$ cat src/joy_defs.svh
`ifndef JOY_DEFS_SVH
`define JOY_DEFS_SVH

// ====================
// Sizes
// ====================

`define JOY_PLAYERS     2

// Joystick state is right left down up fire1 fire2 from bit 0
`define JOY_BITS        6

// External connector word as delivered by the DB9/DB15 decoders
`define EXT_RAW_BITS    7

`define KEY_ROW_BITS    5
`define IO_ADDR_BITS    16
`define IO_DATA_BITS    8

// ====================
// Ports and modes
// ====================

// Compared against addr[5:0] only
`define PORT_KEMPSTON   6'h1F

`define JOY_MODE_BITS   3
`define MODE_KEMPSTON   3'd0
`define MODE_SINCLAIR1  3'd1
`define MODE_SINCLAIR2  3'd2
`define MODE_SINCLAIR12 3'd3
`define MODE_CURSOR     3'd4

`endif
$ cat src/joy_pkg.sv
`include "joy_defs.svh"

package joy_pkg;

	// ====================
	// Joystick state
	// ====================

	// One player, active high, same order as the Kempston byte
	typedef struct packed {
		logic fire2;
		logic fire1;
		logic up;
		logic down;
		logic left;
		logic right;
	} joy_state_t;

	// One player's contribution to the ports
	// row_67890 bit 4 is key 6, bit 0 is key 0
	// row_12345 bit 0 is key 1, bit 4 is key 5
	typedef struct packed {
		logic [`JOY_BITS-1:0]     kempston;
		logic [`KEY_ROW_BITS-1:0] row_67890;
		logic [`KEY_ROW_BITS-1:0] row_12345;
	} joy_keys_t;

	// ====================
	// Control
	// ====================

	typedef struct packed {
		logic [`JOY_MODE_BITS-1:0] mode;
		logic                      ext_enable;
		logic                      ext_two_players;
		logic                      menu_open;
	} joy_cfg_t;

	// CPU port read strobe with full address
	typedef struct packed {
		logic                     rd;
		logic [`IO_ADDR_BITS-1:0] addr;
	} io_req_t;

endpackage

$ cat src/joy_port_hub.sv
`timescale 1ns/10ps
`include "joy_defs.svh"

module joy_port_hub (
	input  logic                     clk_sys,
	input  logic                     reset,
	input  joy_pkg::joy_cfg_t        cfg,
	input  joy_pkg::joy_state_t      usb_joy [0:`JOY_PLAYERS-1],
	input  logic [`EXT_RAW_BITS-1:0] ext_raw [0:`JOY_PLAYERS-1],
	input  joy_pkg::io_req_t         req,
	input  logic [`KEY_ROW_BITS-1:0] key_data,
	input  logic                     ear_in,
	output logic [`IO_DATA_BITS-1:0] rd_data,
	output logic                     rd_valid
);

	joy_pkg::joy_state_t player_joy  [0:`JOY_PLAYERS-1];
	joy_pkg::joy_keys_t  player_keys [0:`JOY_PLAYERS-1];

	// ====================
	// Source choice
	// ====================

	joy_source_select u_select (
		.clk_sys    (clk_sys),
		.reset      (reset),
		.cfg        (cfg),
		.usb_joy    (usb_joy),
		.ext_raw    (ext_raw),
		.player_joy (player_joy)
	);

	// ====================
	// Per-player mapping
	// ====================

	// Player 0 takes Sinclair I in dual mode and the rest take Sinclair II
	for (genvar p = 0; p < `JOY_PLAYERS; p++) begin : g_map
		joy_player_map #(
			.sinclair1_in_dual (p == 0)
		) u_map (
			.clk_sys (clk_sys),
			.reset   (reset),
			.mode    (cfg.mode),
			.joy     (player_joy[p]),
			.keys    (player_keys[p])
		);
	end

	// ====================
	// CPU port reads
	// ====================

	joy_port_reader u_reader (
		.clk_sys  (clk_sys),
		.reset    (reset),
		.keys     (player_keys),
		.req      (req),
		.key_data (key_data),
		.ear_in   (ear_in),
		.rd_data  (rd_data),
		.rd_valid (rd_valid)
	);

endmodule

$ cat src/joy_port_reader.sv
`timescale 1ns/10ps
`include "joy_defs.svh"

module joy_port_reader (
	input  logic                     clk_sys,
	input  logic                     reset,
	input  joy_pkg::joy_keys_t       keys [0:`JOY_PLAYERS-1],
	input  joy_pkg::io_req_t         req,
	input  logic [`KEY_ROW_BITS-1:0] key_data,
	input  logic                     ear_in,
	output logic [`IO_DATA_BITS-1:0] rd_data,
	output logic                     rd_valid
);

	// ====================
	// Player merge
	// ====================

	joy_pkg::joy_keys_t       merged;
	logic [`KEY_ROW_BITS-1:0] joy_kbd;
	logic [`IO_DATA_BITS-1:0] read_byte;

	always_comb begin
		merged = '0;
		for (int p = 0; p < `JOY_PLAYERS; p++) begin
			merged = merged | keys[p];
		end
	end

	// Half-row select lines are active low on the upper address byte
	// A12 picks keys 6..0 and A11 picks keys 1..5
	assign joy_kbd = ({`KEY_ROW_BITS{req.addr[12]}} | ~merged.row_67890) &
	                 ({`KEY_ROW_BITS{req.addr[11]}} | ~merged.row_12345);

	// ====================
	// Port decode
	// ====================

	always_comb begin
		if (req.addr[5:0] == `PORT_KEMPSTON) begin
			read_byte = {2'b00, merged.kempston};
		end else if (!req.addr[0]) begin
			// ULA port with EAR on bit 6
			read_byte = {1'b1, ear_in, 1'b1, key_data & joy_kbd};
		end else begin
			read_byte = 8'hFF;
		end
	end

	always_ff @(posedge clk_sys) begin
		if (reset) begin
			rd_valid <= 1'b0;
			rd_data  <= 8'hFF;
		end else begin
			rd_valid <= req.rd;
			if (req.rd) begin
				rd_data <= read_byte;
			end
		end
	end

	// ====================
	// Checks
	// ====================

	// One pulse per strobe cycle
	a_valid_pulse: assert property (
		@(posedge clk_sys) disable iff (reset)
		(rd_valid && $past(rd_valid)) |-> ($past(req.rd, 1) && $past(req.rd, 2))
	) else $error("rd_valid held without back-to-back reads");

endmodule

$ cat src/joy_player_map.sv
`timescale 1ns/10ps
`include "joy_defs.svh"

module joy_player_map #(
	// Row used by this player in dual Sinclair mode
	parameter bit sinclair1_in_dual = 1'b1
) (
	input  logic                      clk_sys,
	input  logic                      reset,
	input  logic [`JOY_MODE_BITS-1:0] mode,
	input  joy_pkg::joy_state_t       joy,
	output joy_pkg::joy_keys_t        keys
);

	// ====================
	// Row layouts
	// ====================

	logic [`KEY_ROW_BITS-1:0] sinclair1_row;
	logic [`KEY_ROW_BITS-1:0] sinclair2_row;
	logic [`KEY_ROW_BITS-1:0] cursor_row;
	logic                     cursor_left;
	joy_pkg::joy_keys_t       keys_next;

	// Keys 6 7 8 9 0 from bit 4 down
	assign sinclair1_row = {joy.left, joy.right, joy.down, joy.up, joy.fire1};

	// Keys 5 4 3 2 1 from bit 4 down
	assign sinclair2_row = {joy.fire1, joy.up, joy.down, joy.right, joy.left};

	// Cursor keys 6 7 8 plus fire on 0
	// Key 9 has no cursor meaning
	assign cursor_row  = {joy.down, joy.up, joy.right, 1'b0, joy.fire1};

	// Cursor left is key 5 on the other half-row
	assign cursor_left = joy.left;

	// ====================
	// Mode select
	// ====================

	always_comb begin
		keys_next = '0;
		case (mode)
			`MODE_KEMPSTON: begin
				keys_next.kempston = joy;
			end
			`MODE_SINCLAIR1: begin
				keys_next.row_67890 = sinclair1_row;
			end
			`MODE_SINCLAIR2: begin
				keys_next.row_12345 = sinclair2_row;
			end
			`MODE_SINCLAIR12: begin
				if (sinclair1_in_dual) begin
					keys_next.row_67890 = sinclair1_row;
				end else begin
					keys_next.row_12345 = sinclair2_row;
				end
			end
			`MODE_CURSOR: begin
				keys_next.row_67890 = cursor_row;
				keys_next.row_12345 = {cursor_left, {(`KEY_ROW_BITS-1){1'b0}}};
			end
			// Codes 5 to 7 map nothing
			default: begin
				keys_next = '0;
			end
		endcase
	end

	always_ff @(posedge clk_sys) begin
		if (reset) begin
			keys <= '0;
		end else begin
			keys <= keys_next;
		end
	end

	// ====================
	// Checks
	// ====================

	// Kempston bits only come out of Kempston mode
	a_kempston_only: assert property (
		@(posedge clk_sys) disable iff (reset)
		(mode != `MODE_KEMPSTON) |=> (keys.kempston == '0)
	) else $error("kempston bits set outside Kempston mode");

endmodule

$ cat src/joy_source_select.sv
`timescale 1ns/10ps
`include "joy_defs.svh"

module joy_source_select (
	input  logic                     clk_sys,
	input  logic                     reset,
	input  joy_pkg::joy_cfg_t        cfg,
	input  joy_pkg::joy_state_t      usb_joy [0:`JOY_PLAYERS-1],
	input  logic [`EXT_RAW_BITS-1:0] ext_raw [0:`JOY_PLAYERS-1],
	output joy_pkg::joy_state_t      player_joy [0:`JOY_PLAYERS-1]
);

	// ====================
	// External decode
	// ====================

	// Two connector buttons share fire1
	function automatic joy_pkg::joy_state_t ext_decode(
		input logic [`EXT_RAW_BITS-1:0] raw
	);
		joy_pkg::joy_state_t st;
		st.right = raw[0];
		st.left  = raw[1];
		st.down  = raw[2];
		st.up    = raw[3];
		st.fire1 = raw[4] | raw[5];
		st.fire2 = raw[6];
		return st;
	endfunction

	joy_pkg::joy_state_t ext_joy [0:`JOY_PLAYERS-1];
	joy_pkg::joy_state_t sel_joy [0:`JOY_PLAYERS-1];

	// ====================
	// Source priority
	// ====================

	for (genvar p = 0; p < `JOY_PLAYERS; p++) begin : g_sel
		// Connector input is ignored while the OSD has focus
		assign ext_joy[p] = cfg.menu_open ? '0 : ext_decode(ext_raw[p]);

		if (p == 0) begin : g_first
			assign sel_joy[p] = cfg.ext_enable ? ext_joy[p] : usb_joy[p];
		end else begin : g_rest
			// One-player external mode pushes the USB pads up one slot
			assign sel_joy[p] = !cfg.ext_enable     ? usb_joy[p] :
			                    cfg.ext_two_players ? ext_joy[p] :
			                                          usb_joy[p-1];
		end
	end

	always_ff @(posedge clk_sys) begin
		for (int p = 0; p < `JOY_PLAYERS; p++) begin
			if (reset) begin
				player_joy[p] <= '0;
			end else begin
				player_joy[p] <= sel_joy[p];
			end
		end
	end

	// ====================
	// Checks
	// ====================

	for (genvar p = 0; p < `JOY_PLAYERS; p++) begin : g_chk
		a_reset_clear: assert property (
			@(posedge clk_sys) reset |=> (player_joy[p] == '0)
		) else $error("player %0d state not cleared by reset", p);
	end

endmodule

$ cat config.mk
export PLATFORM = sky130hd
export DESIGN_NAME = joy_port_hub
export DESIGN_NICKNAME = d
export VERILOG_FILES = /design/src/joy_pkg.sv /design/src/joy_port_hub.sv /design/src/joy_port_reader.sv /design/src/joy_player_map.sv /design/src/joy_source_select.sv
export VERILOG_INCLUDE_DIRS = /design/src
export SDC_FILE = /design/constraint.sdc
export NUM_CORES = 1
export LEC_CHECK = 0
export BUFFER_PORTS_ARGS = -buffer_cell sky130_fd_sc_hd__buf_2
export CORE_ASPECT_RATIO = 2
export CORE_MARGIN = 2
export CORE_UTILIZATION = 45
export CTS_CLUSTER_SIZE = 8
export DETAILED_ROUTE_END_ITERATION = 6
export PLACE_DENSITY = 0.83
export SKIP_LAST_GASP = 1
export SLEW_MARGIN = 30
export SYNTH_ARGS = -nofsm -noshare
export SYNTH_HDL_FRONTEND = slang
export SYNTH_SLANG_ARGS = --single-unit
$ cat constraint.sdc
create_clock -name clk_sys -period 2.5 [get_ports clk_sys]
set_clock_uncertainty 0.05 [all_clocks]
set_input_delay 0.125 -clock clk_sys [delete_from_list [all_inputs] [get_ports clk_sys]]
set_output_delay 0.125 -clock clk_sys [all_outputs]
set_load 0.02 [all_outputs]
==> run summary, run 1 <==
core footprint = 4300 um2
CP Data Arrival Time = 1.29 ns
Crit Path Max Fanout = 34
leakage power = 1.06 nW
WL/cell = 12.9 um
Port Buf Inserts = 57
pwr dens = 668 nW/um2
worst hold path startpoint = ext_raw[8]
Bufs on Longest Clock Path = 2
final hold vios = 0
Post-synth EDFFs = 0
DRC = 0
final setup TNS = 0 ns
Routed WL = 4070 um
Post-DRT Antenna Nets = 0
R2R setup slack = 1.42 ns
FF-to-FF Start = g_map[1].u_map.keys[12]
most frequent cells in the layout = buf_2, dfxtp_1, nor2_1
CP Capture Type = flop
die height = 97.8 um
post-synthesis sequential area ratio = 0.536
filler instances = 387
drt pass-1 iters = 4
Warnings, synthesis = 0
Worst-Skew Late Latency = 0.30 ns
hold path depth = 3
Initial Util = 0.461
RSZ-0062 raised after global routing = false
most common cell after layout, fill and taps aside = buf_2
I/O Pins = 66
Post-Syn Area = 1980 um2
vias in the first global route = 1628
Netlist cell types = 32
CTS root buf = clkbuf_8
clock sink count = 53
CP Class = input port to flop
CTS buffer count = 5
Final setup viols = 0
Total GRT Usage = 0.186
FFs w/ async S/R, synth = 0
post-DR vias/cell = 5.12
CP required = 2.70 ns
fin nets = 317
period utilisation layout = 0.438
area grow syn2layout = 22.6%
status = complete, no violations
Worst Hold End = u_select.player_joy[7]
Synth Flop Type = dfxtp_1
instance count of the mapped netlist = 204
sequential cell area = 1060 um2
diode count = 0
Worst-Margin Slew = 0.754 ns
initial antenna violation count = 0
Syn Nets = 261
Rel. slew slack = 0.493
Syn Area/Cell = 9.70 um2
Fmax = 914 MHz
first-pass GRT wire length = 6840 um
num rows = 34
min-delay worst type = input port to flop
gpl congestion = 0.794
grt total ovfl = 0
reg2reg path depth = 2
share of layout cells above drive strength 1 = 0.264
Clock transition at path regs = 0.08 ns
htree depth = 2
CTS tree = yes
min Tclk post-route = 1.09 ns
worst vdd ir = 0.508 mV
CP Launch Type = input port
worst r2r dst = u_reader.rd_data[2]
via count = 1614
Slew Viols, Final = 0
pin count of the biggest net entering global routing = 35
Starting DRT DRC Count = 32
Die ar. = 4980 um2
FF+latch count, synth = 53
die width = 50.9 um
# Max-Cap Violations = 0
worst hold slack = 0.00676 ns
area occupied by multi-input gates = 858 um2
==> cell families (layout without fill, tap and decap cells) <==
| kind of cell | after synthesis | count (layout) | synth area share |
|---|---|---|---|
| AND/OR/NAND/NOR | 75 | 75 | 0.224 |
| flip-flops | 53 | 53 | 0.536 |
| buffers and inverters | 13 | 70 | 0.0303 |
| AO/OA/AOI/OAI | 63 | 63 | 0.209 |
==> cell usage after synthesis (2+ instances only) <==
cell type	instances	share of area
o21bai_1	12	0.046
buf_2	6	0.015
nor2_1	22	0.042
a211oi_1	5	0.019
nor2b_1	14	0.044
and2b_1	2	0.0076
dfxtp_1	53	0.54
and3b_1	2	0.0089
a31oi_1	5	0.016
o21ai_0	2	0.0051
a22oi_1	6	0.023
nor3b_2	2	0.013
and2_1	20	0.063
o41ai_1	5	0.022
clkbuf_1	4	0.0076
a21oi_1	18	0.046
o21ai_1	5	0.013
nand2b_1	3	0.0095
nor3_1	5	0.013
==> worst max path at each step <==
stage | from | to | slack, ns | cells past startpoint
6_report | reset | g_map[1].u_map.keys[10] | 1.41 | 3
5_1_grt | reset | g_map[1].u_map.keys[15] | 1.25 | 3
3_5_place_dp | reset | g_map[1].u_map.keys[14] | 1.10 | 3
4_1_cts | g_map[1].u_map.keys[12] | u_reader.rd_data[2] | 1.40 | 2
2_1_floorplan | req[5] | u_reader.rd_data[0] | 1.53 | 4
3_3_place_gp | reset | g_map[1].u_map.keys[10] | 1.12 | 3
==> stage by stage <==
step | cell area [um2] | util | cells | worst slack (ns) | power (mW)
floorplan | 1980 | - | 204 | 1.53 | 0.992
global placement | 2280 | 0.531 | 304 | 1.12 | 1.06
detailed placement | 2280 | 0.531 | 304 | 1.10 | 1.06
CTS | 2430 | 0.565 | 315 | 1.40 | 1.64
global route | 2430 | 0.565 | 315 | 1.25 | 1.69
finish | 2430 | 0.565 | 315 | 1.41 | 1.62
==> power by group <==
| group | internal [mW] | switching, mW |
|---|---|---|
| clock | 0.326 | 0.253 |
| sequential | 0.871 | 0.0154 |
| combinational | 0.0727 | 0.0837 |
| total | 1.27 | 0.352 |
==> sequential cells by signal, indices dropped and copies added (netlist names) <==
signal and cells:
g_map.u_map.keys 32, u_reader.rd_data 8, u_reader.rd_valid 1, u_select.player_joy 12
==> area by class of cell <==
type,instances,area share
clock buffers,7,0.0356
flip-flops and latches,53,0.437
inverters,2,0.00309
clock inverters,1,0.0124
well taps,54,0.0278
multi-input cells,138,0.354
repair buffers,60,0.130
==> layer usage <==
| layer | share of wire | GRT usage |
|---|---|---|
| met5 | 0 | 0 |
| met4 | 0.031 | 0.0977 |
| met3 | 0.046 | 0.0398 |
| met2 | 0.61 | 0.378 |
| met1 | 0.32 | 0.150 |
==> worst max-delay path, cell delays in order <==
cell and delay [ns]:
buf_2 0.29, nor4_2 0.64, and2_1 0.22
==> timing repair <==
action	in CTS	in global routing
hold buffers	3	0
endpoints found under the hold margin	3	0
buffers inserted	0	0
resized for setup	0	0
(Power assumes the default switching activity.)
==> run 2: changes to the inputs <==
--- a/config.mk
+++ b/config.mk
@@ -6,13 +6,14 @@
 export SDC_FILE = /design/constraint.sdc
 export NUM_CORES = 1
 export LEC_CHECK = 0
+export ABC_AREA = 1
 export BUFFER_PORTS_ARGS = -buffer_cell sky130_fd_sc_hd__buf_2
 export CORE_ASPECT_RATIO = 2
 export CORE_MARGIN = 2
-export CORE_UTILIZATION = 45
+export CORE_UTILIZATION = 44
 export CTS_CLUSTER_SIZE = 8
 export DETAILED_ROUTE_END_ITERATION = 6
-export PLACE_DENSITY = 0.83
+export PLACE_DENSITY = 0.85
 export SKIP_LAST_GASP = 1
 export SLEW_MARGIN = 30
 export SYNTH_ARGS = -nofsm -noshare
==> constraint.sdc (replaced) <==
create_clock -name clk_sys -period 0.95 [get_ports clk_sys]
set_clock_uncertainty 0.05 [all_clocks]
set_input_delay 0.0475 -clock clk_sys [delete_from_list [all_inputs] [get_ports clk_sys]]
set_output_delay 0.0475 -clock clk_sys [all_outputs]
set_load 0.02 [all_outputs]
==> run summary, run 2 <==
Bufs on Longest Clock Path = 2 (unchanged)
largest registers = g_map.u_map.keys x32, u_select.player_joy x12, u_reader.rd_data x8 (unchanged)
post-synth top area share = 0.535 (was 0.536)
Port Buf Inserts = 57 (unchanged)
Slew Viols, Final = 0 (unchanged)
most frequent cells in the layout = buf_2, dfxtp_1, nand2_1 (was buf_2, dfxtp_1, nor2_1)
Synth Flop Type = dfxtp_1 (unchanged)
worst vdd ir = 1.58 mV (was 0.508 mV)
final setup TNS = 0 ns (unchanged)
diode count = 0 (unchanged)
post-DR vias/cell = 4.98 (was 5.12)
commonest cells in the netlist = dfxtp_1, nand2_1, nor2_1, a21oi_1, inv_1 (was dfxtp_1, nor2_1, and2_1, a21oi_1, nor2b_1)
I/O Pins = 66 (unchanged)
post-synthesis sequential area ratio = 0.535 (was 0.536)
CP Launch Type = input port (unchanged)
largest family of logic cells by synthesized area = simple AND/OR/NAND/NOR gates (unchanged)
max FFs per register = 32 (unchanged)
delay-heaviest family, CP = buffers and inverters (was simple AND/OR/NAND/NOR gates)
Crit Path Max Fanout = 2 (was 34)
initial antenna violation count = 0 (unchanged)
grt total ovfl = 0 (unchanged)
fin nets = 395 (was 317)
Setup crit end = u_select.player_joy[2] (was g_map[1].u_map.keys[10])
area grow syn2layout = 35.7% (was 22.6%)
Synth Area in Compound Gates = 0.155 (was 0.209)
FFs w/ async S/R, synth = 0 (unchanged)
CP Capture Type = flop (unchanged)
Rel. slew slack = 0.742 (was 0.493)
period utilisation layout = 0.961
CP max stage delay = 0.56 ns (was 0.64 ns)
final hold vios = 0 (unchanged)
FF-to-FF Start = g_map[1].u_map.keys[15] (was g_map[1].u_map.keys[12])
CTS buffer count = 5 (unchanged)
CTS tree = yes (unchanged)
Post-CTS Setup Bufs = 0 (unchanged)
via count = 1959 (was 1614)
clock sink count = 53 (unchanged)
Worst-Margin Slew = 0.386 ns (was 0.754 ns)
Warnings, synthesis = 0 (unchanged)
CP required = 1.09 ns (was 2.70 ns)
CP startpoint = usb_joy[8] (was reset)
crit path setup slack, layout = 0.0369 ns (was 1.41 ns)
Worst-Skew Late Latency = 0.30 ns (about the same)
post-synthesis mux area share = 0 (unchanged)
min-delay worst type = input port to flop (unchanged)
CP Data Arrival Time = 1.05 ns (was 1.29 ns)
WL/cell = 13.9 um (was 12.9 um)
share of layout cells above drive strength 1 = 0.248 (was 0.264)
status = complete, no violations (unchanged)
RSZ-0062 raised after global routing = false (unchanged)
reg2reg path depth = 3 (was 2)
min Tclk post-route = 0.913 ns
leakage power = 1.19 nW (was 1.06 nW)
die width = 51.5 um (was 50.9 um)
drt pass-1 iters = 5 (was 4)
core footprint = 4340 um2 (was 4300 um2)
CTS root buf = clkbuf_8 (unchanged)
Clock transition at path regs = 0.10 ns (was 0.08 ns)
die height = 98.9 um (was 97.8 um)
adder-cell share of the synthesized area = 0 (unchanged)
most common cell in the netlist = dfxtp_1 (unchanged)
worst r2r dst = u_reader.rd_data[5] (was u_reader.rd_data[2])
Simple-Gate Fraction of Synth Area = 0.230 (was 0.224)
Final setup viols = 0 (unchanged)
Syn Nets = 306 (was 261)
Post-synth EDFFs = 0 (unchanged)
DRC = 0 (unchanged)
Starting DRT DRC Count = 74 (was 32)
sequence of cells on the critical path = dlygate4sd3_1 -> buf_2 -> a21oi_1 -> a21oi_1 (was buf_2 -> nor4_2 -> and2_1)
Crit-path slowest cell = dlygate4sd3_1 (was nor4_2)
num rows = 34 (unchanged)
WP buf/inv = 2 (was 1)
first-pass GRT wire length = 8580 um (was 6840 um)
Synth area leader = dfxtp_1 (unchanged)
Post-DRT Antenna Nets = 0 (unchanged)
Largest Register = g_map.u_map.keys (unchanged)
Placed Cells = 357 (was 304)
dpl ws = 0.0101 ns (was 1.10 ns)
Area contributors post-synth = dfxtp_1, nand2_1, a21oi_1 (was dfxtp_1, and2_1, a21oi_1)
Fmax = 1100 MHz
final non-filler cell total = 393 (was 315)
FF+latch count, synth = 53 (unchanged)
Die ar. = 5090 um2 (was 4980 um2)
cell depth of the worst setup path = 4 (was 3)
pin count of the biggest net entering global routing = 18 (was 35)
XOR/XNOR share of the synthesized area = 0 (unchanged)
instance count of the mapped netlist = 249 (was 204)
Routed WL = 5460 um (was 4070 um)
Total GRT Usage = 0.227 (was 0.186)
Crit path top cell by count = a21oi_1
Initial Util = 0.457 (was 0.461)
# Max-Cap Violations = 0 (unchanged)
Post-Syn Area = 1980 um2 (about the same)
most common cell after layout, fill and taps aside = buf_2 (unchanged)
DP HPWL = 3410 um
gpl congestion = 0.873 (was 0.794)
Netlist cell types = 20 (was 32)
R2R setup slack = 0.05 ns (was 1.42 ns)
vias in the first global route = 2006 (was 1628)
htree depth = 2 (unchanged)
pwr dens = 1540 nW/um2 (was 668 nW/um2)
CP Class = input port to flop (unchanged)
Syn Area/Cell = 7.96 um2 (was 9.70 um2)
run 2: changes by cell type in the layout (fill, tap and decap cells not counted), sizes merged, moves of 8 or more:
cell and delta:
a21oi +8, nor2b -14, dlygate4sd3 +25, and2 -20
nor2 +14, inv +26, o21bai -12, nand3 +17
nand2 +51, o21ai +19
run 2: report_power, final:
part	internal (mW)	switching, mW	leakage [nW]	total (mW)
Sequential	2.30	0.0300	0.433	2.33
Clock	0.517	0.721	0.0364	1.24
Combinational	0.255	0.315	0.717	0.570
run 2: cells by family after synthesis:
group / count (synthesis)
AO/OA/AOI/OAI: 56
buffers and inverters: 35
flip-flops: 53
AND/OR/NAND/NOR: 105
run 2: worst min path at each step:
stage	from	end	cells after the start
global placement	ear_in	u_reader.rd_data[6]	3
finish	key_data[0]	u_reader.rd_data[0]	5
floorplan	ext_raw[13]	u_select.player_joy[11]	2
detailed placement	ear_in	u_reader.rd_data[6]	3
CTS	key_data[0]	u_reader.rd_data[0]	5
global route	reset	u_select.player_joy[11]	2
run 2: repair_timing:
action / 4_1_cts / 5_1_grt
endpoints found under the setup margin: 0 / 4
hold buffers: 28 / 0
resized for setup: 0 / 4
endpoints found under the hold margin: 13 / 0
run 2: layout make-up:
type / count / area (um2)
Tap cell: 54 / 67.6
Timing Repair Buffer: 88 / 588
Clock inverter: 3 / 22.5
Inverter: 29 / 109
Clock buffer: 5 / 68.8
Sequential cell: 53 / 1060
Multi-Input combinational cell: 161 / 773
Fill cell: 372 / 1650
run 2: through the flow:
step	hold slack (ns)	utilization	cell area, um2	total power, mW
CTS	0.000222	0.617	2680	4.12
detailed placement	0.254	0.532	2310	2.83
global route	0.00550	0.620	2690	4.30
global placement	0.248	0.532	2310	2.82
finish	0.00909	0.620	2690	4.13
floorplan	0.138	-	1980	2.64
run 2: tightest hold or removal path, delay by kind of cell:
family,cells,cell delay [ns]
buffers and inverters,1,0.08
and+or+nand+nor,4,0.21
run 2: routing by layer:
layer | routed length [um] | part of all wire | GRT usage | up-vias
li1 | - | - | - | 974
met1 | 1770 | 0.32 | 0.203 | 862
met3 | 368 | 0.067 | 0.0515 | 17
met5 | 0 | 0 | 0 | -
met2 | 3180 | 0.58 | 0.442 | 106
met4 | 144 | 0.026 | 0.113 | 0
